## config.mk

```make
export PLATFORM = sky130hd
export DESIGN_NAME = risc5Core
export DESIGN_NICKNAME = d
export VERILOG_FILES = /design/src/hw/isaPkg.sv /design/src/hw/busPkg.sv /design/src/hw/regFile.sv /design/src/hw/instrDecoder.sv /design/src/hw/execUnit.sv /design/src/hw/branchUnit.sv /design/src/hw/risc5Core.sv
export VERILOG_INCLUDE_DIRS = /design/src /design/src/hw
export SDC_FILE = /design/constraint.sdc
export NUM_CORES = 2
export LEC_CHECK = 0
export BUFFER_PORTS_ARGS = -buffer_cell sky130_fd_sc_hd__buf_2
export CAP_MARGIN = 20
export CORE_MARGIN = 3
export CORE_UTILIZATION = 55
export DETAILED_ROUTE_END_ITERATION = 8
export HOLD_SLACK_MARGIN = 0.15
export PLACE_DENSITY = 0.72
export SLEW_MARGIN = 20
export SYNTH_ARGS = -nofsm -noshare
export SYNTH_HDL_FRONTEND = slang
export SYNTH_SLANG_ARGS = --single-unit
export TNS_END_PERCENT = 50
```

## constraint.sdc

```tcl
create_clock -name clk -period 21.2 [get_ports clk]
set_clock_uncertainty 0.1 [all_clocks]
set_input_delay 2.12 -clock clk [delete_from_list [all_inputs] [get_ports clk]]
set_output_delay 2.12 -clock clk [all_outputs]
set_load 0.05 [all_outputs]
```

## src/hw/core_macros.svh

```systemverilog
`ifndef CORE_MACROS_SVH
`define CORE_MACROS_SVH

`define CORE_NREGS 16   // Architectural registers

`define CORE_XLEN 32    // Data word width

`define CORE_PCW 22     // PC counts words

`define CORE_ADRW 24    // Byte address on the data bus

`define CORE_PMAW 9     // Program memory word address

// Word address fetched first after reset
`define CORE_START 0

`endif

```

## src/hw/isaPkg.sv

```systemverilog
package isaPkg;

  typedef enum logic [3:0] {
    OP_MOV = 4'd0,
    OP_LSL = 4'd1,
    OP_ASR = 4'd2,
    OP_ROR = 4'd3,
    OP_AND = 4'd4,
    OP_ANN = 4'd5,
    OP_IOR = 4'd6,
    OP_XOR = 4'd7,
    OP_ADD = 4'd8,
    OP_SUB = 4'd9
  } aluOp_e;

  typedef enum logic [2:0] {
    CC_MI, CC_EQ, CC_CS, CC_VS, CC_LS, CC_LT, CC_LE, CC_T
  } condCode_e;

  typedef struct packed {
    logic p, q, u, v;
    logic [3:0] ira;
    logic [3:0] irb;
    aluOp_e op;
    logic [15:0] imm;     // Low nibble doubles as irc
  } regFmt_s;

  typedef struct packed {
    logic p, q, u, v;     // u selects store
    logic [3:0] ira;
    logic [3:0] irb;
    logic [19:0] off;
  } memFmt_s;

  typedef struct packed {
    logic p, q, u, v;     // u selects PC-relative
    logic inv;
    condCode_e cc;
    logic [1:0] pad;
    logic [21:0] disp;    // Low nibble doubles as irc
  } brFmt_s;

  typedef union packed {
    regFmt_s rFmt;
    memFmt_s mFmt;
    brFmt_s bFmt;
  } instrWord_u;

  typedef struct packed {
    logic isReg;
    logic isLdr;
    logic isStr;
    logic isBr;
    logic useImm;
    aluOp_e op;
    logic u;
    condCode_e cc;
    logic inv;
    logic we;             // Writes ra at some point
  } ctrl_s;

endpackage

```

## src/hw/busPkg.sv

```systemverilog
`include "core_macros.svh"

package busPkg;

  typedef struct packed {
    logic n;
    logic z;
    logic c;
    logic ov;
  } flags_s;

  // Request side of the rd/wr/adr/memwait bus
  typedef struct packed {
    logic [`CORE_ADRW-1:0] adr;
    logic rd;
    logic wr;
    logic [`CORE_XLEN-1:0] wdata;
  } dataReq_s;

endpackage

```

## src/hw/regFile.sv

```systemverilog
`timescale 1ns/1ps
`include "core_macros.svh"

module regFile (
  input  logic                  clk,
  input  logic [3:0]            raddrB,
  input  logic [3:0]            raddrC,
  input  logic [3:0]            raddrA,
  input  logic                  we,
  input  logic [3:0]            waddr,
  input  logic [`CORE_XLEN-1:0] wdata,
  output logic [`CORE_XLEN-1:0] rdataB,
  output logic [`CORE_XLEN-1:0] rdataC,
  output logic [`CORE_XLEN-1:0] rdataA
);

  logic [`CORE_XLEN-1:0] regs [`CORE_NREGS];

  always_ff @(posedge clk) begin
    if (we) begin
      regs[waddr] <= wdata;
    end
  end

  assign rdataB = regs[raddrB];
  assign rdataC = regs[raddrC];
  assign rdataA = regs[raddrA];   // Store data

  waddrKnown: assert property (@(posedge clk) we |-> !$isunknown(waddr))
    else $error("regFile write with unknown address");

endmodule

```

## src/hw/instrDecoder.sv

```systemverilog
`timescale 1ns/1ps
`include "core_macros.svh"

module instrDecoder (
  input  isaPkg::instrWord_u    instr,
  output isaPkg::ctrl_s         ctrl,
  output logic [3:0]            ira,
  output logic [3:0]            irb,
  output logic [3:0]            irc,
  output logic [`CORE_XLEN-1:0] immExt,
  output logic [19:0]           off,
  output logic [21:0]           disp
);

  import isaPkg::*;

  logic p;
  logic q;

  assign p = instr.rFmt.p;   // Same bits in every view
  assign q = instr.rFmt.q;

  always_comb begin
    ctrl.isReg  = ~p;
    ctrl.isLdr  = p & ~q & ~instr.mFmt.u;
    ctrl.isStr  = p & ~q & instr.mFmt.u;
    ctrl.isBr   = p & q;
    ctrl.useImm = ~p & q;
    // Memory and branch words run the ALU as MOV of C
    ctrl.op     = (~p && instr.rFmt.op <= OP_SUB) ? instr.rFmt.op : OP_MOV;
    ctrl.u      = instr.rFmt.u;
    ctrl.cc     = instr.bFmt.cc;
    ctrl.inv    = instr.bFmt.inv;
    ctrl.we     = ~p | (~q & ~instr.mFmt.u);
  end

  assign ira = instr.rFmt.ira;        // Same bits in mFmt
  assign irb = instr.rFmt.irb;
  assign irc = instr.rFmt.imm[3:0];   // Also the low nibble of disp

  assign immExt = {{(`CORE_XLEN-16){instr.rFmt.v}}, instr.rFmt.imm};
  assign off    = instr.mFmt.off;
  assign disp   = instr.bFmt.disp;

endmodule

```

## src/hw/execUnit.sv

```systemverilog
`timescale 1ns/1ps
`include "core_macros.svh"

module execUnit (
  input  logic                  clk,
  input  logic                  rst,
  input  isaPkg::ctrl_s         ctrl,
  input  logic [`CORE_XLEN-1:0] opB,
  input  logic [`CORE_XLEN-1:0] opC,
  input  logic [`CORE_XLEN-1:0] immExt,
  input  logic [19:0]           off,
  input  logic                  freeze,
  output logic [`CORE_XLEN-1:0] result,
  output logic [`CORE_ADRW-1:0] memAdr,
  output busPkg::flags_s        flags
);

  import isaPkg::*;

  logic [`CORE_XLEN-1:0]   c1;
  logic [4:0]              shAmt;
  logic [2*`CORE_XLEN-1:0] rotWide;
  logic [`CORE_XLEN:0]     sumWide;
  logic [`CORE_XLEN:0]     diffWide;
  logic                    isAdd;
  logic                    isSub;
  logic                    sa;
  logic                    sb;
  logic                    sc;
  logic                    ovNext;

  assign c1       = ctrl.useImm ? immExt : opC;
  assign shAmt    = c1[4:0];
  assign rotWide  = {opB, opB} >> shAmt;
  assign sumWide  = {1'b0, opB} + {1'b0, c1};
  assign diffWide = {1'b0, opB} - {1'b0, c1};   // Top bit is the borrow

  assign isAdd = ctrl.isReg & (ctrl.op == OP_ADD);
  assign isSub = ctrl.isReg & (ctrl.op == OP_SUB);

  always_comb begin
    case (ctrl.op)
      OP_LSL:  result = opB << shAmt;
      OP_ASR:  result = $signed(opB) >>> shAmt;
      OP_ROR:  result = rotWide[`CORE_XLEN-1:0];
      OP_AND:  result = opB & c1;
      OP_ANN:  result = opB & ~c1;
      OP_IOR:  result = opB | c1;
      OP_XOR:  result = opB ^ c1;
      OP_ADD:  result = sumWide[`CORE_XLEN-1:0];
      OP_SUB:  result = diffWide[`CORE_XLEN-1:0];
      default: result = (ctrl.useImm & ctrl.u) ? {immExt[15:0], 16'b0} : c1;   // MOV
    endcase
  end

  assign sa = result[`CORE_XLEN-1];
  assign sb = opB[`CORE_XLEN-1];
  assign sc = c1[`CORE_XLEN-1];

  // Signed overflow from the operand and result signs
  assign ovNext = isAdd ? ((sa & ~sb & ~sc) | (~sa & sb & sc)) :
                          ((sa & ~sb & sc) | (~sa & sb & ~sc));

  always_ff @(posedge clk) begin
    if (rst) begin
      flags <= '0;
    end else if (!freeze) begin
      if (ctrl.we) begin   // Loads included, result carries inbus
        flags.n <= sa;
        flags.z <= (result == '0);
      end
      if (isAdd | isSub) begin
        flags.c  <= isAdd ? sumWide[`CORE_XLEN] : diffWide[`CORE_XLEN];
        flags.ov <= ovNext;
      end
    end
  end

  assign memAdr = opB[`CORE_ADRW-1:0] + {{(`CORE_ADRW-20){off[19]}}, off};

endmodule

```

## src/hw/branchUnit.sv

```systemverilog
`timescale 1ns/1ps
`include "core_macros.svh"

module branchUnit (
  input  logic                  clk,
  input  logic                  rst,
  input  isaPkg::ctrl_s         ctrl,
  input  busPkg::flags_s        flags,
  input  logic [21:0]           disp,
  input  logic [`CORE_XLEN-1:0] target,
  input  logic                  memwait,
  output logic [`CORE_PCW-1:0]  fetchAdr,
  output logic                  memPhase,
  output logic                  stall
);

  import isaPkg::*;

  logic [`CORE_PCW-1:0] pc;
  logic [`CORE_PCW-1:0] nxpc;
  logic [`CORE_PCW-1:0] pcNext;
  logic                 isMem;
  logic                 hold;
  logic                 sLt;
  logic                 condRaw;
  logic                 taken;

  assign isMem = ctrl.isLdr | ctrl.isStr;
  assign stall = isMem & ~memPhase;   // Request cycle
  assign hold  = stall & memwait;
  assign sLt   = flags.n ^ flags.ov;

  always_comb begin
    case (ctrl.cc)
      CC_MI:   condRaw = flags.n;
      CC_EQ:   condRaw = flags.z;
      CC_CS:   condRaw = flags.c;
      CC_VS:   condRaw = flags.ov;
      CC_LS:   condRaw = flags.c | flags.z;
      CC_LT:   condRaw = sLt;
      CC_LE:   condRaw = sLt | flags.z;
      default: condRaw = 1'b1;
    endcase
  end

  assign taken = ctrl.isBr & (ctrl.inv ^ condRaw);   // Bit 27 inverts
  assign nxpc  = pc + 1'b1;

  always_comb begin
    if (rst) begin
      pcNext = `CORE_PCW'(`CORE_START);   // First word ready when rst falls
    end else if (stall) begin
      pcNext = pc;
    end else if (taken && ctrl.u) begin
      pcNext = nxpc + disp;
    end else if (taken) begin
      pcNext = target[`CORE_PCW+1:2];
    end else begin
      pcNext = nxpc;
    end
  end

  assign fetchAdr = pcNext;

  always_ff @(posedge clk) begin
    if (rst) begin
      pc       <= `CORE_PCW'(`CORE_START);
      memPhase <= 1'b0;
    end else if (!hold) begin
      pc       <= pcNext;
      memPhase <= stall;
    end
  end

  phaseOnMem: assert property (@(posedge clk) disable iff (rst) memPhase |-> isMem)
    else $error("memPhase set on a non-memory instruction");

endmodule

```

## src/hw/risc5Core.sv

```systemverilog
`timescale 1ns/1ps
`include "core_macros.svh"

module risc5Core (
  input  logic                  clk,
  input  logic                  rst,
  input  isaPkg::instrWord_u    instr,
  output logic [`CORE_PCW-1:0]  fetchAdr,
  input  logic [`CORE_XLEN-1:0] inbus,
  input  logic                  memwait,
  output busPkg::dataReq_s      dataReq
);

  import isaPkg::*;
  import busPkg::*;

  ctrl_s                 ctrl;
  flags_s                flags;
  logic [3:0]            ira;
  logic [3:0]            irb;
  logic [3:0]            irc;
  logic [`CORE_XLEN-1:0] immExt;
  logic [19:0]           off;
  logic [21:0]           disp;
  logic [`CORE_XLEN-1:0] rdataA;
  logic [`CORE_XLEN-1:0] rdataB;
  logic [`CORE_XLEN-1:0] rdataC;
  logic [`CORE_XLEN-1:0] opC;
  logic [`CORE_XLEN-1:0] result;
  logic [`CORE_ADRW-1:0] memAdr;
  logic                  memPhase;
  logic                  stall;
  logic                  regWe;

  // Write-back choice: loads pass inbus through C, so N and Z see it
  assign opC   = ctrl.isLdr ? inbus : rdataC;
  assign regWe = ctrl.isReg | (ctrl.isLdr & memPhase);

  instrDecoder instrDecoder_inst (
    .instr  (instr),
    .ctrl   (ctrl),
    .ira    (ira),
    .irb    (irb),
    .irc    (irc),
    .immExt (immExt),
    .off    (off),
    .disp   (disp)
  );

  regFile regFile_inst (
    .clk    (clk),
    .raddrB (irb),
    .raddrC (irc),
    .raddrA (ira),
    .we     (regWe),
    .waddr  (ira),
    .wdata  (result),
    .rdataB (rdataB),
    .rdataC (rdataC),
    .rdataA (rdataA)
  );

  execUnit execUnit_inst (
    .clk    (clk),
    .rst    (rst),
    .ctrl   (ctrl),
    .opB    (rdataB),
    .opC    (opC),
    .immExt (immExt),
    .off    (off),
    .freeze (stall),
    .result (result),
    .memAdr (memAdr),
    .flags  (flags)
  );

  branchUnit branchUnit_inst (
    .clk      (clk),
    .rst      (rst),
    .ctrl     (ctrl),
    .flags    (flags),
    .disp     (disp),
    .target   (rdataC),
    .memwait  (memwait),
    .fetchAdr (fetchAdr),
    .memPhase (memPhase),
    .stall    (stall)
  );

  assign dataReq = '{
    adr:   memAdr,
    rd:    ctrl.isLdr & stall,
    wr:    ctrl.isStr & stall,
    wdata: rdataA
  };

  // Request must not move while the memory is busy
  reqHeld: assert property (@(posedge clk) disable iff (rst)
    (dataReq.rd || dataReq.wr) && memwait |=> $stable(dataReq))
    else $error("bus request changed under memwait");

endmodule

```

==> qor.txt <==
top_reg_cell synth: edfxtp_1
Antenna Nets Post-Route: 0
vias in the first global route: 34630
top-count cell post-synth: edfxtp_1
CTS Sinks: 539
setup repair bufs after CTS: 0
R2R Setup Slk: 12.71 ns
Max-Slew Margin vs Limit: 0.165
layout overhead on the synthesized area: 8.61%
cts hold-fix bufs: 0
Post-Synthesis Cells: 3459
status: complete, no violations
final period utilization: 0.510
top cell type's share of synthesized area: 0.373
share of layout cells above drive strength 1: 0.249
clk_lat worst skew: 0.61 ns
Slew Limit Fails: 0
CP max stage delay: 1.05 ns
placed insts: 4398
total negative setup slack: 0 ns
# IOs: 147
first-pass iteration count of the detailed router: 6
HP Start: execUnit_inst.flags[1]
Synth Register Bits: 539
EDFF count, synth: 512
Buf/Inv on CP: 3
Post-DP HPWL: 117 mm
TritonCTS clock tree: done
Final Non-Filler Cells: 4501
Internal Power: 2.13 mW
maximum buffer depth of the clock tree: 3
Worst Tran Pin Value: 1.24 ns
NetSw: 1.35 mW
fmax: 92.5 MHz
Worst-path clk slew: 0.05 ns
DRC viols: 0
IO buf count: 146
Tightest Hold Check Type: reg -> reg
clock root cell: clkbuf_16
Clk network pwr share: 0.258
cell count along the critical path: 24
Synthesized Nets: 3676
Starting Density: 0.560
met2 WL: 77.5 mm
standby leakage power: 15.6 nW
maxcap violations: 0
wire length on met3: 25.1 mm
Synth area leaders: edfxtp_1 (37%), mux4_2 (26%), ha_1 (4.4%)
Async S/R FF share, synth: 0
CTS Buf Count: 52
gr usage total: 0.442
Reg-to-Reg End: execUnit_inst.flags[2]
Metal-1 WL: 57.4 mm
Crit path arrival time: 11.21 ns
via-per-instance ratio: 7.99
Die ar.: 78200 sq um
die span in y: 280 um
worst-case reg-to-reg path depth: 23
Startpoint Class: input port
Synth Warn #: 0
setup violators final: 0
H-tree levels: 2
CP top delay family: compound AO/OA/AOI/OAI gates
worst r2r src: regFile_inst.regs[15][2]
Worst path slowest cell: o31ai_1
CP endpoint kind: flip-flop
Final GP Congestion: 1.11
largest net degree at the start of global routing: 83
Tmin final: 10.81 ns
Worst EP required: 21.60 ns
CP Max Fanout: 59
Core ar.: 73600 sq um
starting DRC count in detailed routing: 5995
register area share after synthesis: 0.387
Worst Path Class, Setup: in -> reg
post-synthesis cell area: 41200 sq um
VDD IR max: 0.0861 mV
DR vias: 35967
WL final: 176 mm
pwr dens: 77.9 nW/um^2
GRT Residual Overflow: 0
endpoints failing hold: 0
worst setup path end: execUnit_inst.flags[2]
synthesized area per cell: 11.9 sq um
Post-synth top cells: edfxtp_1 (512), mux4_2 (476), nor2_1 (284), nand2_1 (258), o21ai_0 (207)
Rows: 99
WL/cell: 39.1 um
sequential share of power: 0.365
RSZ-0062 raised after global routing: no
cts repair resizes: 0
Top Layer Used: met5
first-pass GRT wire length: 248 mm
switching power share of the total: 0.387
Die W: 280 um
Worst Setup SP: instr[1]
top cell type by total area after synthesis: edfxtp_1
critical path cell sequence: buf_6 -> buf_4 -> buf_4 -> mux4_2 -> mux4_2 -> nand2_1 -> a21oi_1 -> a21oi_1 -> ha_1 -> o21ai_0 -> nand2b_1 -> and2_1 -> a21boi_0 -> o31ai_1 -> a211oi_1 -> o211ai_1 -> o211ai_1 -> a2bb2oi_1 -> or3b_1 -> or4_1 -> or4_1 -> nor4_1 -> nand4b_1 -> o31ai_2
initial antenna violation count: 15
fin nets: 3712
Synth cell types: 87
combinational power share: 0.377
[routing by layer]
metal / up-vias / track usage
met1: 17576 / 0.545
li1: 14027 / -
met3: 842 / 0.146
met4: 6 / 0.327
met2: 3516 / 0.655
met5: - / 0
[logic make-up (layout without fill, tap and decap cells)]
| logic type | after synthesis | in the layout | share of synthesized area |
|---|---|---|---|
| DFF | 539 | 539 | 0.387 |
| other | 0 | 7 | 0 |
| buffers and inverters | 382 | 458 | 0.0367 |
| adders and majority gates | 150 | 150 | 0.0463 |
| AOI/OAI and AO/OA | 877 | 877 | 0.139 |
| and+or+nand+nor | 887 | 887 | 0.0975 |
| muxes | 530 | 530 | 0.274 |
| xor gates and xnor gates | 94 | 94 | 0.0200 |
[power groups by stage]
stage | Sequential [mW] | Clock [mW] | Combinational (mW)
after detailed placement | 1.29 | 0 | 1.24
final | 1.27 | 0.900 | 1.31
after global routing | 1.27 | 0.943 | 1.36
after floorplan | 1.29 | 0 | 0.816
after CTS | 1.27 | 0.901 | 1.25
after global placement | 1.29 | 0 | 1.24
[placed cells by master, fill, tap and decap left out, types with 27 or more instances in the layout]
cell	Yosys	final
a211oi_1	53	53
a21o_1	27	27
a21oi_1	204	204
a31oi_1	48	48
buf_2	41	137
buf_4	3	107
clkbuf_16	0	53
dfxtp_1	27	27
edfxtp_1	512	512
ha_1	146	146
inv_1	109	107
mux2i_1	40	40
mux4_2	476	476
nand2_1	258	258
nand3_1	131	130
nor2_1	284	268
nor3_1	63	58
o211ai_1	47	47
o21ai_0	207	203
o221ai_1	36	36
o22ai_1	43	43
xnor2_1	60	60
xor2_1	34	34
[metrics by stage]
step | total power, mW | setup WS (ns) | util | instance area (sq um) | hold WS (ns)
5_1_grt | 3.58 | 10.13 | 0.607 | 44700 | 0.430
4_1_cts | 3.42 | 10.62 | 0.607 | 44600 | 0.391
6_report | 3.48 | 10.39 | 0.608 | 44700 | 0.397
3_3_place_gp | 2.53 | 10.43 | 0.585 | 43000 | 0.378
2_1_floorplan | 2.10 | 11.45 | - | 41200 | 0.345
3_5_place_dp | 2.53 | 10.28 | 0.585 | 43000 | 0.382
[registers in the layout, indices dropped and copies added (netlist names)]
name,cells
branchUnit_inst.memPhase,1
execUnit_inst.flags,4
branchUnit_inst.pc,22
regFile_inst.regs,512
[how the worst min path moves through the flow]
stage,to,slack [ns],cells after the start
2_1_floorplan,execUnit_inst.flags[1],0.35,2
3_5_place_dp,execUnit_inst.flags[1],0.38,2
3_3_place_gp,execUnit_inst.flags[1],0.38,2
5_1_grt,execUnit_inst.flags[1],0.43,2
6_report,execUnit_inst.flags[1],0.40,2
4_1_cts,execUnit_inst.flags[1],0.39,2
[area by class of cell]
| class | count | area [sq um] |
|---|---|---|
| inverters | 112 | 420 |
| clock buffers | 59 | 1350 |
| fillers | 5687 | 28900 |
| repair buffers | 252 | 1610 |
| flip-flops and latches | 539 | 15900 |
| diodes | 7 | 17.5 |
| multi-input cells | 2538 | 23900 |
| well taps | 959 | 1200 |
| clock inverters | 35 | 254 |
[worst reg2reg max path, delay by kind of cell (launching register included)]
family	cells	cell delay, ns
AND/OR/NAND/NOR	6	2.26
multiplexers	2	1.14
buffers and inverters	4	1.16
adder cells (fa/ha/maj)	1	0.33
flip-flops	1	0.45
AO/OA/AOI/OAI	10	2.97
Power figures use the tool's default switching activity.
